`config.mk`:
```
export PLATFORM = sky130hd
export DESIGN_NAME = core_6502
export DESIGN_NICKNAME = d
export VERILOG_FILES = /design/src/source/core_pkg.sv /design/src/source/core_result_if.sv /design/src/source/core_ctrl_if.sv /design/src/source/core_6502.sv /design/src/source/core_result.sv /design/src/source/core_execute.sv /design/src/source/core_timing.sv /design/src/source/core_decode.sv
export VERILOG_INCLUDE_DIRS = /design/src /design/src/source
export SDC_FILE = /design/constraint.sdc
export NUM_CORES = 1
export LEC_CHECK = 0
export BUFFER_PORTS_ARGS = -buffer_cell sky130_fd_sc_hd__buf_2
export CAP_MARGIN = 0
export CORE_MARGIN = 1
export CORE_UTILIZATION = 40
export CTS_CLUSTER_SIZE = 14
export DETAILED_ROUTE_END_ITERATION = 10
export SETUP_SLACK_MARGIN = 0.1
export SKIP_LAST_GASP = 1
export SYNTH_ARGS = -nofsm -noshare
export SYNTH_HDL_FRONTEND = slang
export SYNTH_SLANG_ARGS = --single-unit
```
`constraint.sdc`:
```
create_clock -name clk_m1 -period 6.2 [get_ports clk_m1]
set_input_delay 1.24 -clock clk_m1 [delete_from_list [all_inputs] [get_ports clk_m1]]
set_output_delay 1.24 -clock clk_m1 [all_outputs]
set_load 0.05 [all_outputs]
```
`src/source/core_config.svh`:
```
`ifndef CORE_CONFIG_SVH
`define CORE_CONFIG_SVH

// first opcode address once reset is released
`define CORE_RESET_PC 16'h0200

// external bus widths
`define CORE_ADDR_W 16
`define CORE_DATA_W 8

`endif
```
`src/source/core_pkg.sv`:
```
package core_pkg;

    // where the operand of an instruction comes from
    typedef enum logic [1:0] {
        MODE_IMPL,
        MODE_IMM,
        MODE_ZPG,
        MODE_ABS
    } addr_mode_t;

    // instruction group
    // timing only cares whether the memory cycle reads or writes
    typedef enum logic [2:0] {
        CLS_LOAD,
        CLS_STORE,
        CLS_ALU,
        CLS_XFER,
        CLS_FLAG,
        CLS_NOP
    } op_class_t;

    typedef enum logic [2:0] {
        ALU_PASS,
        ALU_ADC,
        ALU_SBC,
        ALU_AND,
        ALU_ORA,
        ALU_EOR,
        ALU_INC,
        ALU_DEC
    } alu_op_t;

    // operand source or write-back target
    typedef enum logic [1:0] {
        REG_A,
        REG_X,
        REG_Y,
        REG_NONE
    } reg_sel_t;

    // bus cycle inside one instruction
    typedef enum logic [2:0] {
        T1_FETCH,
        T2_OPER,
        T3_ADDRH,
        T_MEM,
        T_JAM
    } cycle_t;

endpackage

```
`src/source/core_result_if.sv`:
```
`include "core_config.svh"

interface core_result_if
    import core_pkg::*;
();

    // write-back request, one clock after exec
    logic                    wb_valid;
    reg_sel_t                wb_dst;
    logic [`CORE_DATA_W-1:0] wb_value;
    logic                    wb_carry_en;
    logic                    wb_carry;

    // current register file contents
    logic [`CORE_DATA_W-1:0] reg_a;
    logic [`CORE_DATA_W-1:0] reg_x;
    logic [`CORE_DATA_W-1:0] reg_y;
    logic                    carry;

    modport execute (
        output wb_valid, wb_dst, wb_value, wb_carry_en, wb_carry,
        input  reg_a, reg_x, reg_y, carry
    );

    modport result (
        input  wb_valid, wb_dst, wb_value, wb_carry_en, wb_carry,
        output reg_a, reg_x, reg_y, carry
    );

endinterface

```
`src/source/core_ctrl_if.sv`:
```
`include "core_config.svh"

interface core_ctrl_if
    import core_pkg::*;
();

    // decoded fields of the instruction in the IR
    addr_mode_t mode;
    op_class_t  op_class;
    alu_op_t    alu_op;
    reg_sel_t   src;
    reg_sel_t   dst;
    // CLC / SEC
    logic       carry_set;
    logic       carry_clear;
    // opcode outside the kept subset
    logic       jam;

    modport decode (
        output mode, op_class, alu_op, src, dst, carry_set, carry_clear, jam
    );

    // bus sequencing only needs the mode and the read/write nature
    modport timing (
        input mode, op_class, jam
    );

    modport execute (
        input alu_op, src, dst, carry_set, carry_clear
    );

endinterface

```
`src/source/core_6502.sv`:
```
`include "core_config.svh"

module core_6502 (
    input  logic                    clk_m1,
    input  logic                    rst,
    input  logic [`CORE_DATA_W-1:0] data_i,
    input  logic                    ready_i,
    output logic [`CORE_ADDR_W-1:0] addr_o,
    output logic [`CORE_DATA_W-1:0] dor_o,
    output logic                    rw_o,
    output logic                    sync_o,
    output logic                    jam_o
);

    // decoded opcode fields
    core_ctrl_if   ctrl_if ();
    // write-back and register read-out
    core_result_if res_if ();

    logic                    fetch;
    logic                    exec;
    logic [`CORE_DATA_W-1:0] alu_out;

    core_decode core_decode_i (
        .clk_m1  (clk_m1),
        .rst     (rst),
        .data_i  (data_i),
        .ready_i (ready_i),
        .fetch_i (fetch),
        .ctrl    (ctrl_if)
    );

    core_timing core_timing_i (
        .clk_m1    (clk_m1),
        .rst       (rst),
        .data_i    (data_i),
        .ready_i   (ready_i),
        .alu_out_i (alu_out),
        .ctrl      (ctrl_if),
        .addr_o    (addr_o),
        .dor_o     (dor_o),
        .rw_o      (rw_o),
        .sync_o    (sync_o),
        .fetch_o   (fetch),
        .exec_o    (exec),
        .jam_o     (jam_o)
    );

    core_execute core_execute_i (
        .clk_m1    (clk_m1),
        .rst       (rst),
        .data_i    (data_i),
        .exec_i    (exec),
        .ctrl      (ctrl_if),
        .res       (res_if),
        .alu_out_o (alu_out)
    );

    core_result core_result_i (
        .clk_m1 (clk_m1),
        .rst    (rst),
        .res    (res_if)
    );

endmodule

```
`src/source/core_result.sv`:
```
`include "core_config.svh"

module core_result
    import core_pkg::*;
(
    input  logic          clk_m1,
    input  logic          rst,
    core_result_if.result res
);

    logic [`CORE_DATA_W-1:0] a_q;
    logic [`CORE_DATA_W-1:0] x_q;
    logic [`CORE_DATA_W-1:0] y_q;
    // only P bit kept
    logic                    c_q;

    // stores and NOPs arrive with REG_NONE
    always_ff @(posedge clk_m1) begin
        if (rst) begin
            a_q <= '0;
            x_q <= '0;
            y_q <= '0;
            c_q <= 1'b0;
        end else if (res.wb_valid) begin
            case (res.wb_dst)
                REG_A:   a_q <= res.wb_value;
                REG_X:   x_q <= res.wb_value;
                REG_Y:   y_q <= res.wb_value;
                default: a_q <= a_q;
            endcase
            if (res.wb_carry_en) c_q <= res.wb_carry;
        end
    end

    // read back by execute for the next operand
    assign res.reg_a = a_q;
    assign res.reg_x = x_q;
    assign res.reg_y = y_q;
    assign res.carry = c_q;

endmodule

```
`src/source/core_execute.sv`:
```
`include "core_config.svh"

module core_execute
    import core_pkg::*;
(
    input  logic                    clk_m1,
    input  logic                    rst,
    input  logic [`CORE_DATA_W-1:0] data_i,
    input  logic                    exec_i,
    core_ctrl_if.execute            ctrl,
    core_result_if.execute          res,
    output logic [`CORE_DATA_W-1:0] alu_out_o
);

    localparam int DW = `CORE_DATA_W;

    logic [DW-1:0] op_a;
    logic [DW-1:0] op_b;
    // carry out in the top bit
    logic [DW:0]   sum;
    logic          carry_en;
    logic          carry_next;
    logic          wb_valid_q;
    reg_sel_t      wb_dst_q;
    logic [DW-1:0] wb_value_q;
    logic          wb_carry_en_q;
    logic          wb_carry_q;

    // no source register means the bus byte itself
    always_comb begin
        case (ctrl.src)
            REG_A:   op_a = res.reg_a;
            REG_X:   op_a = res.reg_x;
            REG_Y:   op_a = res.reg_y;
            default: op_a = data_i;
        endcase
    end

    assign op_b = data_i;

    always_comb begin
        case (ctrl.alu_op)
            ALU_ADC: sum = {1'b0, op_a} + {1'b0, op_b} + (DW+1)'(res.carry);
            // carry set means no borrow
            ALU_SBC: sum = {1'b0, op_a} + {1'b0, ~op_b} + (DW+1)'(res.carry);
            ALU_AND: sum = {1'b0, op_a & op_b};
            ALU_ORA: sum = {1'b0, op_a | op_b};
            ALU_EOR: sum = {1'b0, op_a ^ op_b};
            ALU_INC: sum = {1'b0, op_a + DW'(1)};
            ALU_DEC: sum = {1'b0, op_a - DW'(1)};
            default: sum = {1'b0, op_a};
        endcase
    end

    assign alu_out_o = sum[DW-1:0];

    // CLC/SEC override the adder carry
    assign carry_en   = ctrl.carry_set | ctrl.carry_clear |
                        (ctrl.alu_op == ALU_ADC) | (ctrl.alu_op == ALU_SBC);
    assign carry_next = ctrl.carry_set | (~ctrl.carry_clear & sum[DW]);

    always_ff @(posedge clk_m1) begin
        if (rst) begin
            wb_valid_q <= 1'b0;
        end else begin
            wb_valid_q <= exec_i;
        end
    end

    // payload only meaningful alongside wb_valid
    always_ff @(posedge clk_m1) begin
        if (exec_i) begin
            wb_dst_q      <= ctrl.dst;
            wb_value_q    <= sum[DW-1:0];
            wb_carry_en_q <= carry_en;
            wb_carry_q    <= carry_next;
        end
    end

    assign res.wb_valid    = wb_valid_q;
    assign res.wb_dst      = wb_dst_q;
    assign res.wb_value    = wb_value_q;
    assign res.wb_carry_en = wb_carry_en_q;
    assign res.wb_carry    = wb_carry_q;

endmodule

```
`src/source/core_timing.sv`:
```
`include "core_config.svh"

module core_timing
    import core_pkg::*;
(
    input  logic                    clk_m1,
    input  logic                    rst,
    input  logic [`CORE_DATA_W-1:0] data_i,
    input  logic                    ready_i,
    input  logic [`CORE_DATA_W-1:0] alu_out_i,
    core_ctrl_if.timing             ctrl,
    output logic [`CORE_ADDR_W-1:0] addr_o,
    output logic [`CORE_DATA_W-1:0] dor_o,
    output logic                    rw_o,
    output logic                    sync_o,
    output logic                    fetch_o,
    output logic                    exec_o,
    output logic                    jam_o
);

    localparam int AW = `CORE_ADDR_W;
    localparam int DW = `CORE_DATA_W;

    cycle_t        state_q;
    cycle_t        state_d;
    logic [AW-1:0] pc_q;
    logic [AW-1:0] pc_d;
    logic [AW-1:0] addr_q;
    logic [AW-1:0] addr_d;
    // low byte of an absolute address
    logic [DW-1:0] adl_q;
    logic [DW-1:0] dor_q;
    logic          rw_q;
    logic          rdy;
    logic          is_store;
    logic          is_read;
    logic          exec_c;
    logic          wr_start;

    // write cycles never stall
    assign rdy      = ready_i | ~rw_q;
    assign is_store = (ctrl.op_class == CLS_STORE);
    assign is_read  = (ctrl.op_class == CLS_LOAD) || (ctrl.op_class == CLS_ALU);

    always_comb begin
        state_d  = state_q;
        pc_d     = pc_q;
        addr_d   = addr_q;
        exec_c   = 1'b0;
        wr_start = 1'b0;
        case (state_q)
            T1_FETCH: begin
                // opcode on the bus, step past it
                pc_d    = pc_q + AW'(1);
                addr_d  = pc_q + AW'(1);
                state_d = T2_OPER;
            end
            T2_OPER: begin
                if (ctrl.jam) begin
                    state_d = T_JAM;
                end else begin
                    case (ctrl.mode)
                        MODE_IMM: begin
                            exec_c  = 1'b1;
                            pc_d    = pc_q + AW'(1);
                            addr_d  = pc_q + AW'(1);
                            state_d = T1_FETCH;
                        end
                        MODE_ZPG: begin
                            // store data goes out with the zero-page address
                            exec_c   = is_store;
                            wr_start = is_store;
                            pc_d     = pc_q + AW'(1);
                            addr_d   = {{(AW-DW){1'b0}}, data_i};
                            state_d  = T_MEM;
                        end
                        MODE_ABS: begin
                            pc_d    = pc_q + AW'(1);
                            addr_d  = pc_q + AW'(1);
                            state_d = T3_ADDRH;
                        end
                        default: begin
                            // implied, dummy read of the next byte
                            exec_c  = 1'b1;
                            addr_d  = pc_q;
                            state_d = T1_FETCH;
                        end
                    endcase
                end
            end
            T3_ADDRH: begin
                exec_c   = is_store;
                wr_start = is_store;
                pc_d     = pc_q + AW'(1);
                addr_d   = {data_i, adl_q};
                state_d  = T_MEM;
            end
            T_MEM: begin
                // operand arrives here for reads
                exec_c  = is_read;
                addr_d  = pc_q;
                state_d = T1_FETCH;
            end
            T_JAM: state_d = T_JAM;
            default: state_d = T_JAM;
        endcase
    end

    // reset parks in a dummy read so the first fetch starts one clock later
    always_ff @(posedge clk_m1) begin
        if (rst) begin
            state_q <= T_MEM;
            pc_q    <= `CORE_RESET_PC;
            addr_q  <= `CORE_RESET_PC;
            rw_q    <= 1'b1;
        end else if (rdy) begin
            state_q <= state_d;
            pc_q    <= pc_d;
            addr_q  <= addr_d;
            rw_q    <= ~wr_start;
        end
    end

    always_ff @(posedge clk_m1) begin
        if (rdy) begin
            if (state_q == T2_OPER) adl_q <= data_i;
            if (wr_start) dor_q <= alu_out_i;
        end
    end

    assign addr_o  = addr_q;
    assign dor_o   = dor_q;
    assign rw_o    = rw_q;
    assign sync_o  = (state_q == T1_FETCH);
    assign fetch_o = (state_q == T1_FETCH);
    // no strobe while a read cycle repeats
    assign exec_o  = exec_c & rdy;
    assign jam_o   = (state_q == T_JAM);

endmodule

```
`src/source/core_decode.sv`:
```
`include "core_config.svh"

module core_decode
    import core_pkg::*;
(
    input  logic                    clk_m1,
    input  logic                    rst,
    input  logic [`CORE_DATA_W-1:0] data_i,
    input  logic                    ready_i,
    input  logic                    fetch_i,
    core_ctrl_if.decode             ctrl
);

    localparam logic [`CORE_DATA_W-1:0] OP_NOP = 8'hEA;

    logic [`CORE_DATA_W-1:0] ir_q;
    // classic aaa_bbb_cc opcode split
    logic [2:0]              aaa;
    logic [2:0]              bbb;
    logic [1:0]              cc;
    addr_mode_t              grp_mode;
    reg_sel_t                grp_reg;
    alu_op_t                 grp_alu;
    logic                    grp_ok;

    // opcode latched at the end of the sync cycle
    // a stalled fetch keeps the old opcode
    always_ff @(posedge clk_m1) begin
        if (rst) begin
            ir_q <= OP_NOP;
        end else if (fetch_i && ready_i) begin
            ir_q <= data_i;
        end
    end

    assign aaa = ir_q[7:5];
    assign bbb = ir_q[4:2];
    assign cc  = ir_q[1:0];

    // fields shared by the load/store/alu groups
    always_comb begin
        grp_ok = (cc != 2'b11);
        case (bbb)
            3'b000: begin
                // imm for LDX/LDY, (zp,x) for the A group
                grp_mode = MODE_IMM;
                if (cc == 2'b01) grp_ok = 1'b0;
            end
            3'b001: grp_mode = MODE_ZPG;
            3'b010: begin
                // imm only in the A group
                grp_mode = MODE_IMM;
                if (cc != 2'b01) grp_ok = 1'b0;
            end
            3'b011: grp_mode = MODE_ABS;
            default: begin
                grp_mode = MODE_IMPL;
                grp_ok   = 1'b0;
            end
        endcase
        case (cc)
            2'b01:   grp_reg = REG_A;
            2'b10:   grp_reg = REG_X;
            default: grp_reg = REG_Y;
        endcase
        case (aaa)
            3'b000:  grp_alu = ALU_ORA;
            3'b001:  grp_alu = ALU_AND;
            3'b010:  grp_alu = ALU_EOR;
            3'b011:  grp_alu = ALU_ADC;
            3'b111:  grp_alu = ALU_SBC;
            default: grp_alu = ALU_PASS;
        endcase
    end

    always_comb begin
        ctrl.mode        = MODE_IMPL;
        ctrl.op_class    = CLS_NOP;
        ctrl.alu_op      = ALU_PASS;
        ctrl.src         = REG_NONE;
        ctrl.dst         = REG_NONE;
        ctrl.carry_set   = 1'b0;
        ctrl.carry_clear = 1'b0;
        ctrl.jam         = 1'b0;
        case (ir_q)
            OP_NOP: ctrl.op_class = CLS_NOP;
            // CLC
            8'h18: begin
                ctrl.op_class    = CLS_FLAG;
                ctrl.carry_clear = 1'b1;
            end
            // SEC
            8'h38: begin
                ctrl.op_class  = CLS_FLAG;
                ctrl.carry_set = 1'b1;
            end
            // transfers pass src straight to dst
            8'hAA, 8'hA8: begin
                ctrl.op_class = CLS_XFER;
                ctrl.src      = REG_A;
                ctrl.dst      = (ir_q == 8'hAA) ? REG_X : REG_Y;
            end
            8'h8A, 8'h98: begin
                ctrl.op_class = CLS_XFER;
                ctrl.src      = (ir_q == 8'h8A) ? REG_X : REG_Y;
                ctrl.dst      = REG_A;
            end
            // INX INY DEX DEY
            8'hE8, 8'hC8, 8'hCA, 8'h88: begin
                ctrl.op_class = CLS_ALU;
                ctrl.alu_op   = (ir_q == 8'hE8 || ir_q == 8'hC8) ? ALU_INC : ALU_DEC;
                ctrl.src      = (ir_q == 8'hE8 || ir_q == 8'hCA) ? REG_X : REG_Y;
                ctrl.dst      = (ir_q == 8'hE8 || ir_q == 8'hCA) ? REG_X : REG_Y;
            end
            default: begin
                ctrl.mode = grp_mode;
                if (!grp_ok) begin
                    ctrl.jam = 1'b1;
                end else if (aaa == 3'b101) begin
                    ctrl.op_class = CLS_LOAD;
                    ctrl.dst      = grp_reg;
                end else if (aaa == 3'b100 && grp_mode != MODE_IMM) begin
                    ctrl.op_class = CLS_STORE;
                    ctrl.src      = grp_reg;
                end else if (cc == 2'b01 && grp_alu != ALU_PASS) begin
                    // no ALU op for CMP or STA #
                    ctrl.op_class = CLS_ALU;
                    ctrl.alu_op   = grp_alu;
                    ctrl.src      = REG_A;
                    ctrl.dst      = REG_A;
                end else begin
                    ctrl.jam = 1'b1;
                end
            end
        endcase
    end

endmodule

```
==> metrics.md <==
| Metric | Value |
|---|---|
| Status | `finished, final reports clean` |
| EDFF count, synth | `28` |
| Final Skew | `0.0133 ns` |
| Register area share after synthesis | `31.5%` |
| DRT antenna net count | `0` |
| Mapped Nets | `910` |
| R2r startpoint | `core_decode_i.ir_q[0]$_SDFFE_PP0P_` |
| PwrDens | `213 nW/um^2` |
| Post-synthesis mux area share | `5.64%` |
| Simple-gate portion of the synthesized area | `23.4%` |
| Dpl cells | `1,070` |
| Leak pwr | `0.00296 uW` |
| Initial antenna violation count | `0` |
| Clock tree buffer depth | `2` |
| Fin util | `44.3%` |
| Antenna diode count | `0` |
| Clock latency on the worst-skew pair | `0.36 ns` |
| Cells after synthesis | `858` |
| Rel. slew slack | `20.2%` |
| Via count | `6,407` |
| CTS Buf Count | `9` |
| Post-CTS Setup Repair Bufs | `0` |
| Ys Warns | `0` |
| FF-to-FF path depth | `20` |
| Synth Cell Area | `7120 sq um` |
| Vias per cell | `5.90` |
| Crit path kind | `reg2reg` |
| Iter 0 DRT Violations | `818` |
| Final Cycle Share | `86.9%` |
| Layout area overhead | `8.12%` |
| Synth Area in Adders | `7.73%` |
| Final worst slack | `0.813 ns` |
| Number of port buffers | `37` |
| # clock sinks | `98` |
| Worst path required time | `6.29 ns` |
| Clock transition at the registers of the reported paths | `0.07 ns` |
| CP Capture Type | `flop` |
| CP arrival | `5.48 ns` |
| Synth Area in Compound Gates | `23.0%` |
| DRT Pass-1 Iters | `6` |
| Hold slack | `0.453 ns` |
| Wirelength per Cell | `19.1 um` |
| Hpwl dp | `14,900 um` |
| Initial Utilization | `41.0%` |
| WL final | `20,800 um` |
| DP Worst Slack | `0.974 ns` |
| Total gr overflow | `0` |
| Max Freq | `186 MHz` |
| CTS resizes | `0` |
| Vert. Die Dim | `135 um` |
| Synth Flop Type | `dfxtp_1` |
| First-pass GRT wire length | `32,800 um` |
| Reg-to-reg setup timing slack | `0.81 ns` |
| Post-layout minimum cycle time | `5.39 ns` |
| Setup_tns | `0 ns` |
| RR Endpoint | `core_timing_i.dor_o[7]$_DFFE_PP_` |
| Largest family of logic cells by synthesized area | `simple AND/OR/NAND/NOR gates` |
| Die area | `18,300 sq um` |
| Worst Hold Launch | `core_timing_i.addr_o[1]$_SDFFE_PP0P_` |
| Final setup viols | `0` |
| #FFs+latches synth | `98` |
| CP startpoint kind | `flop` |
| Worst vdd ir | `126 uV` |
| Vias in the first global route | `5,706` |
| XOR/XNOR share of the synthesized area | `3.08%` |
| Final Wtd Congestion | `0.908` |
| CTS tree | `yes` |
| CTS hold repair buffers | `0` |
| Nets@finish | `908` |
| Critical Path Fanout Max | `16` |
| Critical Path Most Common Cell | `o21ai_0` |
| Slew @ Worst Pin | `1.19 ns` |
| Unrepaired setup endpoints after global routing | `false` |
| Core area | `17,400 sq um` |
| Hold path cells | `2` |
| Avg Synthesized Cell Area | `8.30 sq um` |
| GRT Resource Usage Total | `23.4%` |
| I/O pin total | `38` |
| CTS Root Cell | `clkbuf_16` |
| Layout cell share with drive strength beyond 1 | `11.1%` |
| Post-route DRC violation count | `0` |
| Die Wd | `135 um` |
| Hold Vio Cnt, Final | `0` |
| Fin cells | `1,086` |
| Rows | `48` |
| Synth unique cells | `90` |
| Slowest stage delay, CP | `0.83 ns` |
| # Max-Cap Violations | `0` |
| Largest net degree at the start of global routing | `71` |
| Crit path cell chain | `inv_1, ha_1, nand2b_4, a211oi_2, nor2_1, a211oi_2, nand2_1, o211ai_1, o21ai_0, buf_4, inv_1, ha_1, nor2b_1, o21ai_0, a21oi_1, o41ai_1, o221ai_1, o21ai_0, o2111a_1, nand3_1` |
| Hold path endpoint | `core_timing_i.addr_o[1]$_SDFFE_PP0P_` |
| Fillers | `1,708` |
| Slowest CP cell | `a211oi_2` |
| Slew Limit Fails | `0` |
| H-tree depth | `3` |
| Tightest Hold Check Type | `reg2reg` |
| Post-synth ARST share | `0%` |
metal layers:
metal | routed length [um] | track usage [%] | vias to the layer above
met2 | 8930 | 34.2 | 269
met3 | 1550 | 4.86 | 33
met1 | 9720 | 33.6 | 3003
li1 | - | - | 3102
met4 | 570 | 8.18 | 0
met5 | 0 | 0 | -
critical path, delay by kind of cell, from the launching register on:
family          cells  cell delay (ns)
fa+ha+maj           2             0.76
compound gates     10             2.97
simple gates        5             0.60
flops               1             0.35
buf+inv             3             0.44
final cells by class:
type	instances	area, sq um	area share (%)
flip-flops and latches	98	2240	29.1
repair buffers	47	260	3.38
inverters	32	120	1.56
clock buffers	10	239	3.10
clock inverters	6	71.3	0.927
multi-input cells	668	4480	58.2
well taps	225	282	3.66
state kept, by name (all words and copies together), names as in the netlist, 2 cells and up:
| signal | flops |
|---|---|
| core_timing_i.dor_o | 8 |
| core_result_i.res.reg_a | 8 |
| core_execute_i.res.wb_value | 8 |
| core_result_i.res.reg_y | 8 |
| core_result_i.res.reg_x | 8 |
| core_timing_i.pc_q | 16 |
| core_timing_i.adl_q | 8 |
| core_execute_i.res.wb_dst | 2 |
| core_timing_i.addr_o | 16 |
| core_decode_i.ir_q | 8 |
| core_timing_i.state_q | 3 |
power breakdown:
part / internal [uW] / switching, uW
registers: 679 / 18.3
clock network: 329 / 272
logic: 111 / 231
total: 1120 / 522
per-stage QoR:
step / cell area, sq um / total power [uW]
5_1_grt: 7700 / 1710
3_5_place_dp: 7390 / 1050
4_1_cts: 7700 / 1640
2_1_floorplan: 7120 / 952
6_report: 7700 / 1640
3_3_place_gp: 7390 / 1050
placed cells by master, fill, tap and decap left out, types with 5 or more instances in the layout:
cell type  instances
o211ai_1          15
edfxtp_1          28
buf_2             37
fa_1               5
ha_1              36
o21ai_0           53
buf_4             10
o221ai_1           5
a22oi_1            7
nor2_1           103
nand2_1           84
o22ai_1           10
clkbuf_16          9
and3_1            11
mux2i_1           39
nand3_1           20
xor2_1            17
xnor2_1            8
a31oi_1            5
and2_1             5
a221oi_1           9
a21oi_1           54
a221o_1            5
nand2b_1          18
nor2b_1           13
nand3b_1           9
nor3b_1            8
inv_1             32
dfxtp_1           70
a211oi_1           5
nor3_1            13
a21o_1             7
cells by family after synthesis:
logic type / count (synthesis)
AOI/OAI and AO/OA: 236
xor gates and xnor gates: 25
adders and majority gates: 41
buffers and inverters: 92
DFF: 98
muxes: 40
and+or+nand+nor: 326
how the worst max path moves through the flow:
stage | from | endpoint | slack [ns] | cells after the start
floorplan | core_decode_i.ir_q[0]$_SDFFE_PP0P_ | core_execute_i.res.wb_value[5]$_DFFE_PP_ | 1.84 | 18
global placement | core_decode_i.ir_q[1]$_SDFFE_PP1P_ | core_execute_i.res.wb_value[5]$_DFFE_PP_ | 1.10 | 20
detailed placement | core_decode_i.ir_q[1]$_SDFFE_PP1P_ | core_timing_i.dor_o[5]$_DFFE_PP_ | 0.97 | 20
CTS | core_decode_i.ir_q[1]$_SDFFE_PP1P_ | core_timing_i.dor_o[7]$_DFFE_PP_ | 0.94 | 20
global route | core_decode_i.ir_q[1]$_SDFFE_PP1P_ | core_timing_i.dor_o[7]$_DFFE_PP_ | 0.38 | 20
finish | core_decode_i.ir_q[0]$_SDFFE_PP0P_ | core_timing_i.dor_o[7]$_DFFE_PP_ | 0.81 | 20
cells in the mapped netlist, types with 5 or more instances:
cell,instances,area share [%]
o22ai_1,10,0.88
edfxtp_1,28,12
nor2_1,103,5.4
xor2_1,17,2.1
o21ai_0,53,3.7
a21oi_1,54,3.8
o221ai_1,5,0.62
nand3_1,20,1.4
dfxtp_1,70,20
a221oi_1,9,1.1
a221o_1,5,0.70
nand2b_1,18,1.6
xnor2_1,8,0.98
nor3_1,13,0.91
buf_2,14,0.98
and2_1,5,0.44
nand2_1,84,4.4
ha_1,36,6.3
a211oi_1,5,0.53
clkbuf_1,37,2.0
a31oi_1,5,0.44
and3_1,11,0.97
nand3b_1,9,0.95
nor3b_1,8,0.84
inv_1,32,1.7
fa_1,5,1.4
a22oi_1,7,0.74
nor2b_1,14,1.2
a21o_1,7,0.74
mux2i_1,39,5.5
o211ai_1,15,1.6
Power figures use the tool's default switching activity.
